<file path="config.mk">
export PLATFORM = sky130hd
export DESIGN_NAME = pipelineCore
export DESIGN_NICKNAME = d
export VERILOG_FILES = /design/src/hw/mipsPkg.sv /design/src/hw/pipeReg.sv /design/src/hw/regFile.sv /design/src/hw/instrDecode.sv /design/src/hw/hazardUnit.sv /design/src/hw/pipelineCore.sv
export SDC_FILE = /design/constraint.sdc
export NUM_CORES = 2
export LEC_CHECK = 0
export ABC_CLOCK_PERIOD_IN_PS = 7220
export BUFFER_PORTS_ARGS = -buffer_cell sky130_fd_sc_hd__buf_2
export CAP_MARGIN = 20
export CORE_ASPECT_RATIO = 1.75
export CORE_MARGIN = 1
export CORE_UTILIZATION = 64
export DETAILED_ROUTE_END_ITERATION = 10
export PLACE_DENSITY_LB_ADDON = 0.25
export SYNTH_ARGS = -nofsm -noshare
export SYNTH_HDL_FRONTEND = slang
export SYNTH_HIERARCHICAL = 1
export SYNTH_SLANG_ARGS = --single-unit
</file>
<file path="constraint.sdc">
create_clock -name clk -period 7.22 [get_ports clk]
set_input_delay 2.166 -clock clk [delete_from_list [all_inputs] [get_ports clk]]
set_output_delay 2.166 -clock clk [all_outputs]
set_load 0.02 [all_outputs]
</file>
<file path="src/hw/mipsPkg.sv">
package mipsPkg;

    // primary opcodes from instr[31:26]
    localparam logic [5:0] opRtype = 6'h00;
    localparam logic [5:0] opOri   = 6'h0d;
    localparam logic [5:0] opLui   = 6'h0f;
    localparam logic [5:0] opLw    = 6'h23;
    localparam logic [5:0] opSw    = 6'h2b;
    localparam logic [5:0] opBeq   = 6'h04;
    localparam logic [5:0] opJ     = 6'h02;
    localparam logic [5:0] opJal   = 6'h03;

    // funct field of R-type
    localparam logic [5:0] fnAddu = 6'h21;
    localparam logic [5:0] fnSubu = 6'h23;
    localparam logic [5:0] fnJr   = 6'h08;

    // operand source selects
    localparam logic [1:0] fwdNone = 2'd0;
    localparam logic [1:0] fwdMem  = 2'd1;
    localparam logic [1:0] fwdWb   = 2'd2;

    // alu operations
    localparam logic [1:0] aluAdd = 2'd0;
    localparam logic [1:0] aluSub = 2'd1;
    localparam logic [1:0] aluOr  = 2'd2;
    localparam logic [1:0] aluLui = 2'd3;

    // tuse in cycles after decode
    localparam logic [2:0] tuseBranch = 3'd0;
    localparam logic [2:0] tuseAlu    = 3'd1;
    localparam logic [2:0] tuseStore  = 3'd2;
    // operand not read at all
    localparam logic [2:0] tuseNone   = 3'd7;

    // tnew as seen in execute
    localparam logic [2:0] tnewAlu  = 3'd1;
    localparam logic [2:0] tnewLoad = 3'd2;
    localparam logic [2:0] tnewLink = 3'd0;

    localparam logic [31:0] resetPc = 32'h0000_0000;
    localparam logic [4:0]  linkReg = 5'd31;

    // fetch to decode
    typedef struct packed {
        logic [31:0] instr;
        logic [31:0] pcPlus8;
    } fetchDecodeT;

    // decode to execute
    typedef struct packed {
        logic [1:0]  aluOp;
        logic        useImm;
        logic        isLoad;
        logic        isStore;
        logic        isJal;
        logic        regWrite;
        logic [4:0]  rs;
        logic [4:0]  rt;
        logic [31:0] rsVal;
        logic [31:0] rtVal;
        logic [31:0] imm;
        logic [31:0] pcPlus8;
        logic [4:0]  dest;
        logic [2:0]  tnew;
    } decodeExecT;

    // execute to memory
    typedef struct packed {
        logic [31:0] result;
        logic [31:0] storeData;
        logic [4:0]  rt;
        logic [4:0]  dest;
        logic        regWrite;
        logic        isLoad;
        logic        isStore;
        logic [2:0]  tnew;
    } execMemT;

    // memory to write-back
    typedef struct packed {
        logic [31:0] wbData;
        logic [4:0]  dest;
        logic        regWrite;
    } memWbT;

endpackage

</file>
<file path="src/hw/pipeReg.sv">
`timescale 1ns/10ps

module pipeReg #(
    parameter type payloadT = logic [31:0]
) (
    input  logic    clk,
    input  logic    rst,
    input  logic    stall,
    input  logic    flush,
    input  payloadT d,
    output payloadT q
);

    // all-zero payload is a bubble
    // write enables and store flag low
    // flush beats stall so a held stage can still be emptied
    always_ff @(posedge clk) begin
        if (rst || flush) begin
            q <= '0;
        end else if (!stall) begin
            q <= d;
        end
    end

endmodule

</file>
<file path="src/hw/regFile.sv">
`timescale 1ns/10ps

module regFile (
    input  logic        clk,
    input  logic        rst,
    input  logic        we,
    input  logic [4:0]  readAddr1,
    input  logic [4:0]  readAddr2,
    input  logic [4:0]  writeAddr,
    input  logic [31:0] writeData,
    output logic [31:0] readData1,
    output logic [31:0] readData2
);

    logic [31:0] regs [32];

    // $zero is never stored
    always_ff @(posedge clk) begin
        if (rst) begin
            for (int i = 0; i < 32; i++) begin
                regs[i] <= '0;
            end
        end else if (we && writeAddr != 5'd0) begin
            regs[writeAddr] <= writeData;
        end
    end

    // write-before-read
    // same-cycle write-back value goes straight to decode
    assign readData1 = (readAddr1 == 5'd0) ? 32'd0 :
                       (we && writeAddr == readAddr1) ? writeData : regs[readAddr1];
    assign readData2 = (readAddr2 == 5'd0) ? 32'd0 :
                       (we && writeAddr == readAddr2) ? writeData : regs[readAddr2];

endmodule

</file>
<file path="src/hw/instrDecode.sv">
`timescale 1ns/10ps

module instrDecode (
    input  logic [31:0] instr,
    output logic [1:0]  aluOp,
    output logic        useImm,
    output logic        zeroExt,
    output logic        isLoad,
    output logic        isStore,
    output logic        isBranch,
    output logic        isJump,
    output logic        isJr,
    output logic        isJal,
    output logic        regWrite,
    output logic [4:0]  destAddr,
    output logic [2:0]  tuseRs,
    output logic [2:0]  tuseRt,
    output logic [2:0]  tnewE
);
    import mipsPkg::*;

    logic [5:0] opcode;
    logic [5:0] funct;

    assign opcode = instr[31:26];
    assign funct  = instr[5:0];

    always_comb begin
        // defaults give a no-op
        aluOp    = aluAdd;
        useImm   = 1'b0;
        zeroExt  = 1'b0;
        isLoad   = 1'b0;
        isStore  = 1'b0;
        isBranch = 1'b0;
        isJump   = 1'b0;
        isJr     = 1'b0;
        isJal    = 1'b0;
        regWrite = 1'b0;
        destAddr = 5'd0;
        tuseRs   = tuseNone;
        tuseRt   = tuseNone;
        tnewE    = 3'd0;
        case (opcode)
            opRtype: begin
                if (funct == fnAddu || funct == fnSubu) begin
                    aluOp    = (funct == fnSubu) ? aluSub : aluAdd;
                    regWrite = 1'b1;
                    destAddr = instr[15:11];
                    tuseRs   = tuseAlu;
                    tuseRt   = tuseAlu;
                    tnewE    = tnewAlu;
                end else if (funct == fnJr) begin
                    // target needed in decode
                    isJr   = 1'b1;
                    tuseRs = tuseBranch;
                end
            end
            opOri, opLui: begin
                aluOp    = (opcode == opOri) ? aluOr : aluLui;
                useImm   = 1'b1;
                zeroExt  = (opcode == opOri);
                regWrite = 1'b1;
                destAddr = instr[20:16];
                // lui ignores rs
                tuseRs   = (opcode == opOri) ? tuseAlu : tuseNone;
                tnewE    = tnewAlu;
            end
            opLw: begin
                useImm   = 1'b1;
                isLoad   = 1'b1;
                regWrite = 1'b1;
                destAddr = instr[20:16];
                tuseRs   = tuseAlu;
                tnewE    = tnewLoad;
            end
            opSw: begin
                useImm  = 1'b1;
                isStore = 1'b1;
                tuseRs  = tuseAlu;
                // store data only needed at the memory stage
                tuseRt  = tuseStore;
            end
            opBeq: begin
                isBranch = 1'b1;
                tuseRs   = tuseBranch;
                tuseRt   = tuseBranch;
            end
            opJ: begin
                isJump = 1'b1;
            end
            opJal: begin
                isJump   = 1'b1;
                isJal    = 1'b1;
                regWrite = 1'b1;
                destAddr = linkReg;
                // link value known from decode on
                tnewE    = tnewLink;
            end
            default: begin
                isJump = 1'b0;
            end
        endcase
    end

endmodule

</file>
<file path="src/hw/hazardUnit.sv">
`timescale 1ns/10ps

module hazardUnit (
    input  logic [4:0] rsD,
    input  logic [4:0] rtD,
    input  logic [4:0] rsE,
    input  logic [4:0] rtE,
    input  logic [4:0] rtM,
    input  logic [4:0] destE,
    input  logic [4:0] destM,
    input  logic [4:0] destW,
    input  logic       regWriteE,
    input  logic       regWriteM,
    input  logic       regWriteW,
    input  logic [2:0] tuseRs,
    input  logic [2:0] tuseRt,
    input  logic [2:0] tnewE,
    input  logic [2:0] tnewM,
    output logic [1:0] fwdCmpA,
    output logic [1:0] fwdCmpB,
    output logic [1:0] fwdAluA,
    output logic [1:0] fwdAluB,
    output logic [1:0] fwdStore,
    output logic       stall
);
    import mipsPkg::*;

    // memory-stage value usable only once it is final
    // loads still in memory have tnew 1
    function automatic logic memHit(input logic [4:0] src);
        return regWriteM && tnewM == 3'd0 && destM == src && src != 5'd0;
    endfunction

    function automatic logic wbHit(input logic [4:0] src);
        return regWriteW && destW == src && src != 5'd0;
    endfunction

    // producer result arrives after the decode-stage consumer needs it
    // both write enable and $zero guard cover rs and rt
    function automatic logic tooLate(
        input logic       we,
        input logic [4:0] dest,
        input logic [2:0] tnew
    );
        logic rsLate;
        logic rtLate;
        rsLate = (rsD == dest) && (tnew > tuseRs);
        rtLate = (rtD == dest) && (tnew > tuseRt);
        return we && dest != 5'd0 && (rsLate || rtLate);
    endfunction

    always_comb begin
        // decode comparator
        // write-back values already come through the register file
        fwdCmpA = memHit(rsD) ? fwdMem : fwdNone;
        fwdCmpB = memHit(rtD) ? fwdMem : fwdNone;

        // alu inputs with memory stage ahead of write-back
        if (memHit(rsE)) begin
            fwdAluA = fwdMem;
        end else if (wbHit(rsE)) begin
            fwdAluA = fwdWb;
        end else begin
            fwdAluA = fwdNone;
        end

        // rt path also feeds the store data captured in execute
        if (memHit(rtE)) begin
            fwdAluB = fwdMem;
        end else if (wbHit(rtE)) begin
            fwdAluB = fwdWb;
        end else begin
            fwdAluB = fwdNone;
        end

        // load feeding a store right behind it
        fwdStore = wbHit(rtM) ? fwdWb : fwdNone;

        // hold fetch and decode
        // core turns the same signal into an execute bubble
        stall = tooLate(regWriteE, destE, tnewE) || tooLate(regWriteM, destM, tnewM);
    end

endmodule

</file>
<file path="src/hw/pipelineCore.sv">
`timescale 1ns/10ps

module pipelineCore (
    input  logic        clk,
    input  logic        rst,
    output logic [31:0] imemAddr,
    input  logic [31:0] imemData,
    output logic [31:0] dmemAddr,
    output logic        dmemWe,
    output logic [31:0] dmemWdata,
    input  logic [31:0] dmemRdata
);
    import mipsPkg::*;

    logic [31:0] pc;
    logic [31:0] pcNext;

    // stage registers
    fetchDecodeT fdD;
    fetchDecodeT fdQ;
    decodeExecT  deD;
    decodeExecT  deQ;
    execMemT     emD;
    execMemT     emQ;
    memWbT       mwD;
    memWbT       mwQ;

    // decode stage
    logic [31:0] instrD;
    logic [4:0]  rsD;
    logic [4:0]  rtD;
    logic [31:0] rsValD;
    logic [31:0] rtValD;
    logic [31:0] immD;
    logic [31:0] pcPlus4D;
    logic [31:0] cmpA;
    logic [31:0] cmpB;
    logic [1:0]  aluOpD;
    logic        useImmD;
    logic        zeroExtD;
    logic        isLoadD;
    logic        isStoreD;
    logic        isBranchD;
    logic        isJumpD;
    logic        isJrD;
    logic        isJalD;
    logic        regWriteD;
    logic [4:0]  destD;
    logic [2:0]  tuseRs;
    logic [2:0]  tuseRt;
    logic [2:0]  tnewD;

    // execute stage
    logic [31:0] srcA;
    logic [31:0] rtFwdE;
    logic [31:0] srcB;
    logic [31:0] aluOut;

    // hazard selects
    logic [1:0] fwdCmpA;
    logic [1:0] fwdCmpB;
    logic [1:0] fwdAluA;
    logic [1:0] fwdAluB;
    logic [1:0] fwdStore;
    logic       stall;

    // memory result already holds the jal link
    function automatic logic [31:0] fwdPick(input logic [1:0] sel, input logic [31:0] regVal);
        case (sel)
            fwdMem:  return emQ.result;
            fwdWb:   return mwQ.wbData;
            default: return regVal;
        endcase
    endfunction

    // fetch
    assign imemAddr = pc;
    assign fdD      = '{instr: imemData, pcPlus8: pc + 32'd8};

    always_ff @(posedge clk) begin
        if (rst) begin
            pc <= resetPc;
        end else if (!stall) begin
            pc <= pcNext;
        end
    end

    pipeReg #(.payloadT(fetchDecodeT)) fetchDecodeReg (
        .clk(clk), .rst(rst), .stall(stall), .flush(1'b0), .d(fdD), .q(fdQ)
    );

    // decode
    assign instrD   = fdQ.instr;
    assign rsD      = instrD[25:21];
    assign rtD      = instrD[20:16];
    assign pcPlus4D = fdQ.pcPlus8 - 32'd4;
    assign immD     = zeroExtD ? {16'h0, instrD[15:0]} : {{16{instrD[15]}}, instrD[15:0]};

    regFile regFile_i (
        .clk(clk), .rst(rst), .we(mwQ.regWrite),
        .readAddr1(rsD), .readAddr2(rtD), .writeAddr(mwQ.dest), .writeData(mwQ.wbData),
        .readData1(rsValD), .readData2(rtValD)
    );

    instrDecode instrDecode_i (
        .instr(instrD), .aluOp(aluOpD), .useImm(useImmD), .zeroExt(zeroExtD),
        .isLoad(isLoadD), .isStore(isStoreD), .isBranch(isBranchD), .isJump(isJumpD),
        .isJr(isJrD), .isJal(isJalD), .regWrite(regWriteD), .destAddr(destD),
        .tuseRs(tuseRs), .tuseRt(tuseRt), .tnewE(tnewD)
    );

    // branch compare and redirect
    // the delay slot is being fetched meanwhile
    always_comb begin
        cmpA = fwdPick(fwdCmpA, rsValD);
        cmpB = fwdPick(fwdCmpB, rtValD);
        if (isJrD) begin
            pcNext = cmpA;
        end else if (isJumpD) begin
            pcNext = {pcPlus4D[31:28], instrD[25:0], 2'b00};
        end else if (isBranchD && cmpA == cmpB) begin
            pcNext = pcPlus4D + {immD[29:0], 2'b00};
        end else begin
            pcNext = pc + 32'd4;
        end
    end

    assign deD = '{
        aluOp:    aluOpD,
        useImm:   useImmD,
        isLoad:   isLoadD,
        isStore:  isStoreD,
        isJal:    isJalD,
        regWrite: regWriteD,
        rs:       rsD,
        rt:       rtD,
        rsVal:    rsValD,
        rtVal:    rtValD,
        imm:      immD,
        pcPlus8:  fdQ.pcPlus8,
        dest:     destD,
        tnew:     tnewD
    };

    // bubble into execute while decode waits
    pipeReg #(.payloadT(decodeExecT)) decodeExecReg (
        .clk(clk), .rst(rst), .stall(1'b0), .flush(stall), .d(deD), .q(deQ)
    );

    // execute
    always_comb begin
        srcA   = fwdPick(fwdAluA, deQ.rsVal);
        rtFwdE = fwdPick(fwdAluB, deQ.rtVal);
        srcB   = deQ.useImm ? deQ.imm : rtFwdE;
        case (deQ.aluOp)
            aluSub:  aluOut = srcA - srcB;
            aluOr:   aluOut = srcA | srcB;
            aluLui:  aluOut = {srcB[15:0], 16'h0};
            default: aluOut = srcA + srcB;
        endcase
    end

    // link value chosen here so forwarding needs no jal case
    // tnew counts down with a floor of zero
    assign emD = '{
        result:    deQ.isJal ? deQ.pcPlus8 : aluOut,
        storeData: rtFwdE,
        rt:        deQ.rt,
        dest:      deQ.dest,
        regWrite:  deQ.regWrite,
        isLoad:    deQ.isLoad,
        isStore:   deQ.isStore,
        tnew:      (deQ.tnew == 3'd0) ? 3'd0 : deQ.tnew - 3'd1
    };

    pipeReg #(.payloadT(execMemT)) execMemReg (
        .clk(clk), .rst(rst), .stall(1'b0), .flush(1'b0), .d(emD), .q(emQ)
    );

    // memory
    assign dmemAddr  = emQ.result;
    assign dmemWe    = emQ.isStore;
    assign dmemWdata = (fwdStore == fwdWb) ? mwQ.wbData : emQ.storeData;

    assign mwD = '{
        wbData:   emQ.isLoad ? dmemRdata : emQ.result,
        dest:     emQ.dest,
        regWrite: emQ.regWrite
    };

    pipeReg #(.payloadT(memWbT)) memWbReg (
        .clk(clk), .rst(rst), .stall(1'b0), .flush(1'b0), .d(mwD), .q(mwQ)
    );

    hazardUnit hazardUnit_i (
        .rsD(rsD), .rtD(rtD), .rsE(deQ.rs), .rtE(deQ.rt), .rtM(emQ.rt),
        .destE(deQ.dest), .destM(emQ.dest), .destW(mwQ.dest),
        .regWriteE(deQ.regWrite), .regWriteM(emQ.regWrite), .regWriteW(mwQ.regWrite),
        .tuseRs(tuseRs), .tuseRt(tuseRt), .tnewE(deQ.tnew), .tnewM(emQ.tnew),
        .fwdCmpA(fwdCmpA), .fwdCmpB(fwdCmpB), .fwdAluA(fwdAluA), .fwdAluB(fwdAluB),
        .fwdStore(fwdStore), .stall(stall)
    );

endmodule

</file>
# [Word-level counts from Yosys, hierarchy flattened]
# Memories as Yosys holds them, arrays and structs flattened. A register that Yosys moved wholly into a read port is not among the register bits.
# Cells that the tools add are included.
[word_totals] input_bits=66 mem_count=1 ramBits=1024 regBits=366 out_inout_bits=97 wordCells=194
[classes] magnitude_cmp=4 addsub=7 bitwise_logic=1 reduce_logical=54 muxes=62 n_eq_ne=36
[memory_table] memory="regFile_i.regs" words=32 width=32 rd=2 rd_clocked_by_memory_dff=2 wr=32 line_no="regFile.sv:15" text="logic [31:0] regs [32];"
[op_table] cell="$mux 32" n=12
[op_table] cell="$pmux 32 s2" n=4
[op_table] cell="$pmux 32 s3" n=1
[op_table] cell="$eq 5x5->1" n=13
[op_table] cell="$add 32x32->32" n=2
[op_table] cell="$reduce_bool 5->1" n=8
[op_table] cell="$add 32x3->32 const B" n=1
[op_table] cell="$add 32x4->32 const B" n=1
[op_table] cell="$eq 32x32->1" n=1
[op_table] cell="$or 32x32->32" n=1
[op_table] cell="$reduce_or 32->1" n=1
[op_table] cell="$sub 32x3->32 const B" n=1
[op_table] cell="$sub 32x32->32" n=1
[op_table] cell="$mux 30" n=1
[op_table] cell="$mux 5" n=6
[op_table] cell="$logic_and 1x1->1" n=27
[op_table] cell="$eq 6x6->1 const B" n=4
[op_table] cell="$mux 1" n=22
[op_table] cell="$eq 6x4->1 const B" n=3
[op_table] cell="$pmux 3 s3" n=2
[op_table] cell="$pmux 5 s3" n=1
[op_table] cell="$eq 2x2->1 const B" n=7
[op_table] cell="$eq 6x2->1 const B" n=2
[op_table] cell="$gt 3x3->1" n=4
[op_table] cell="other kinds (15)" n=38

# [Logic depth before layout (Yosys ltp)]
[logic_depth] ltp_word=12 depth_mapped=32 depth_no_buf=29

# [Cells and area by module]
# Netlist, hierarchy kept.
[by_module_without_submodules] module="regFile" cells_each=3740 instances=1 area_each_um2=54722.5 seq_area_each_um2=30749.5
[by_module_without_submodules] module="pipelineCore" cells_each=1822 instances=1 area_each_um2=12329.3 seq_area_each_um2=640.6
[by_module_without_submodules] module="pipeReg at decodeExecReg" cells_each=494 instances=1 area_each_um2=5411.4 seq_area_each_um2=3062.9
[by_module_without_submodules] module="pipeReg at execMemReg" cells_each=259 instances=1 area_each_um2=2907.8 seq_area_each_um2=1601.5
[by_module_without_submodules] module="pipeReg at fetchDecodeReg" cells_each=207 instances=1 area_each_um2=2348.5 seq_area_each_um2=1281.2
[by_module_without_submodules] module="pipeReg at memWbReg" cells_each=123 instances=1 area_each_um2=1366.3 seq_area_each_um2=760.7
[by_module_without_submodules] module="hazardUnit" cells_each=125 instances=1 area_each_um2=999.7 seq_area_each_um2=0.0
[by_module_without_submodules] module="instrDecode" cells_each=59 instances=1 area_each_um2=415.4 seq_area_each_um2=0.0

# [Least setup slack after synthesis]
# OpenSTA, ideal clock, no wires.
[synth_path] path_kind="reg-to-reg" from="register decodeExecReg/q[137] in the netlist's numbering" to="register execMemReg/q[79] in the netlist's numbering" path_stages_with_launch=28 required_ns=7.105 n_path_buf=2 setup_ns=0.115 slack_ns=1.454 arrival_ns=5.652 period_less_slack_ns=5.766 path_cell_list="dfxtp_1 > or4_4 > nor2_4 > nor4_2 > nor4_2 > ha_1 > buf_6 > buf_2 > a221oi_2 > o22ai_1 > o31a_1 > or4_4 > nor4_2 > nor2_1 > xnor2_1 > ha_1 > nand2_1 > o21ai_0 > nor2_1 > a41oi_1 > nand4_1 > a21oi_1 > o31ai_1 > xnor2_1 > o21ai_1 > mux2_2 > mux2i_1 > nor2_1"
[synth_rtl] element="start, declared" line_no="pipeReg.sv:11" text="output payloadT q"
[synth_rtl] element="start signal, assigned" line_no="pipeReg.sv:19" text="q <= '0;"
[synth_rtl] element="start signal, assigned" line_no="pipeReg.sv:21" text="q <= d;"
[synth_rtl] element="end signal, assigned" line_no="pipeReg.sv:19"
[synth_rtl] element="end signal, assigned" line_no="pipeReg.sv:21"
[synth_rtl] element="end, declared" line_no="pipeReg.sv:11"

==> impl_metrics.toml <==
[cts]
cts_resized = 0
cts_buffers = 133
clkLatencyLatePin_ns = 0.81
post_cts_buffers = 0
cts_root_buf = "clkbuf_16"
h-tree-depth = 4
clkSinkCount = 1391
clkTransAtPathRegs_ns = 0.07
cts_hold_buffers = 0
cts_max_path_buffers = 3
tritoncts = "done"

[synth]
yosysWarnings = 6
synth-edff-count = 1024
ys_seq_area_share_pct = 47.32
synthDistinctLibCells = 98
syn_area_um2 = 80500
ys.flop_type = "edfxtp_1"
synth_async_sr_flop_share_pct = 0
synth_top_area_share_pct = 38.20
synthTopCellsByArea = "edfxtp_1 38%, mux4_2 11%, dfxtp_1 9.1%"
syn_avg_cell_area_um2 = 11.79
synth.largest_area_cell = "edfxtp_1"
synth_most_common_cell = "edfxtp_1"
ys_seq_elements = 1391
yosys-top-cells-count = "1024 x edfxtp_1, 1001 x and2_1, 633 x mux2i_1"
syn_inst = 6829

[routing]
vias_per_cell = 7.218
drtIter0Drc = 8679
vias = 62640
first_pass_iters = 9
drc = 0
wl_mm = 301.4
wl_per_cell_um = 34.73
ant_nets = 0

[global_routing]
grt_max_degree = 154
grt_pass1_wl_mm = 428.5
grt-ovfl-total = 0
grt_usage_pct = 47.04
grt_antenna_before_repair = 16
grt_pass1_vias = 61050

[setup_path]
critPathLaunchType = "flop"
path_max_fanout = 11
cp-end-kind = "flop"
worstPathArrival_ns = 7.28
startpoint = "decodeExecReg/q[137]"
crit_required_ns = 7.86
cp_slowest_stage_delay_ns = 0.54
r2r_cells = 31
r2r_start = "decodeExecReg/q[137]"
cp_slowest_cell = "or4_4"
path_class = "reg -> reg"

[sta]
finalCriticalPeriod_ns = 6.640
period_share_pct = 91.96
setup_tns_ns = 0
fmax_mhz = 150.6
worstMarginPinSlew_ns = 1.373
hold_viol = 0
setup_viol = 0
rsz0062_at_grt = "no"
slew_headroom_pct = 8.476
worst_clock_skew_ns = 0.03310
drv_slew = 0

[power_and_ir_drop]
powerDensity_nw_per_um2 = 222.1
internal_power_mw = 14.17
p_leak_nw = 32.38
p_total_mw = 19.61
pwr-share-seq_pct = 46.7
power.share.clock_pct = 37.5
switching_share_pct = 27.77
ir_drop_v = 0.0002342
power_frac_comb_pct = 15.9
p_switching_mw = 5.446

[run]
max_cap_violations = 0

[placed_design]
place_inst = 8423
portBuffers = 162
place_congestion = 1.080
place_hpwl_mm = 211.8

[die]
die_area_um2 = 127300
die_x_um = 270.1
initial_core_util_pct = 64.76
rows = 171
chipHeight_um = 471.2
core_area_um2 = 124300
ios = 163

[cells_and_area]
final_cells = 8678
num-nets-final = 7084
drive_gt1_share_pct = 20.04
syn2layout_area_growth_pct = 9.682

[min_path]
whs_path_depth = 2
min_path_type = "reg -> reg"
min-delay-start = "decodeExecReg/q[148]"

[status]
status = "complete, no violations"
==> placed cells by master, fill, tap and decap left out, drive strengths merged, types with 17 or more instances in the layout <==
cell     synthesis  layout
mux4           388     388
or2             50      50
xor2           108     108
a22o            57      57
or3             23      23
and2          1003    1003
o21ai          199     199
o31ai           19      19
a21oi          204     204
mux2i          633     633
edfxtp        1024    1024
xnor2          125     125
nor3            62      62
a2111oi         28      28
a211oi          36      36
a221o           35      35
nand4           26      26
nor2           524     524
nor4            19      19
a21o            17      17
a22oi          225     225
inv             62      72
conb             4      43
a221oi          37      37
nand3           49      49
o211ai          34      34
ha              94      94
a31oi           32      32
o21a            20      20
o221ai          48      48
clkinv           0      51
clkbuf         383     160
mux2            97      97
nand2          260     260
o22ai           51      51
dfxtp          367     367
nand2b          30      30
buf            245     545
nor2b           46      46
o221a           19      19
==> worst max-delay path: cells and delay by family, from the launching register on <==
family / cells / cell delay [ns]
multiplexers: 2 / 0.44
buffers and inverters: 7 / 1.08
XOR/XNOR: 2 / 0.22
flip-flops: 1 / 0.31
AND/OR/NAND/NOR: 6 / 1.54
AO/OA/AOI/OAI: 12 / 2.37
adder cells (fa/ha/maj): 2 / 0.49
==> cell type report <==
type	count	area, um^2
clock inverters	81	927.1
repair buffers	547	4046
multi-input cells	4787	39370
well taps	1643	2056
inverters	62	232.7
flip-flops and latches	1391	38130
fillers	8596	36010
diodes	9	22.52
clock buffers	158	3516
==> state kept, by name (all words and copies together) (netlist names) <==
register and cells:
regFile_i/regs 1024, memWbReg/q 38, decodeExecReg/q 153, fetchDecodeReg/q 64
imemAddr 32, execMemReg/q 80
==> per-stage QoR <==
step	util, %	hold WS [ns]	worst slack [ns]	instance area [um^2]
2_1_floorplan	-	0.4578	1.454	80650
3_3_place_gp	67.34	0.4744	0.2363	83710
3_5_place_dp	67.34	0.5005	0.2193	83710
4_1_cts	70.92	0.5163	0.1855	88160
5_1_grt	71.02	0.5503	0.2547	88280
6_report	71.03	0.5144	0.5804	88290
==> final timing paths <==
| path | endpoint | slack [ns] |
|---|---|---|
| max | execMemReg/q[76] | 0.58 |
| min | execMemReg/q[3] | 0.51 |
| max reg2reg | execMemReg/q[76] | 0.58 |
| min reg2reg | execMemReg/q[3] | 0.51 |
==> per-layer routing <==
metal / global-route usage [%] / vias up / wire length, um
met5: 0.5721 / - / 54
met4: 40.51 / 8 / 32340
met2: 77.77 / 4963 / 144500
li1: - / 25640 / -
met3: 11.23 / 1353 / 32530
met1: 50.58 / 30680 / 91990
==> power groups by stage <==
| stage | combinational [mW] | clock, mW | sequential, mW |
|---|---|---|---|
| floorplan | 1.94 | 0 | 9.20 |
| detailed placement | 2.96 | 0 | 9.30 |
| finish | 3.11 | 7.35 | 9.15 |
| CTS | 2.98 | 7.35 | 9.13 |
| global route | 3.24 | 7.61 | 9.16 |
| global placement | 2.94 | 0 | 9.27 |
==> kinds of logic after synthesis <==
kind of cell             Yosys count  synth area share (%)
AND/OR/NAND/NOR                 2160                 14.49
multiplexers                    1118                 20.08
XOR/XNOR                         233                 2.535
AO/OA/AOI/OAI                   1137                 9.885
adder cells (fa/ha/maj)           96                 1.511
other                              4               0.01865
buffers and inverters            690                 4.153
flip-flops                      1391                 47.32
Power figures use the tool's default switching activity.
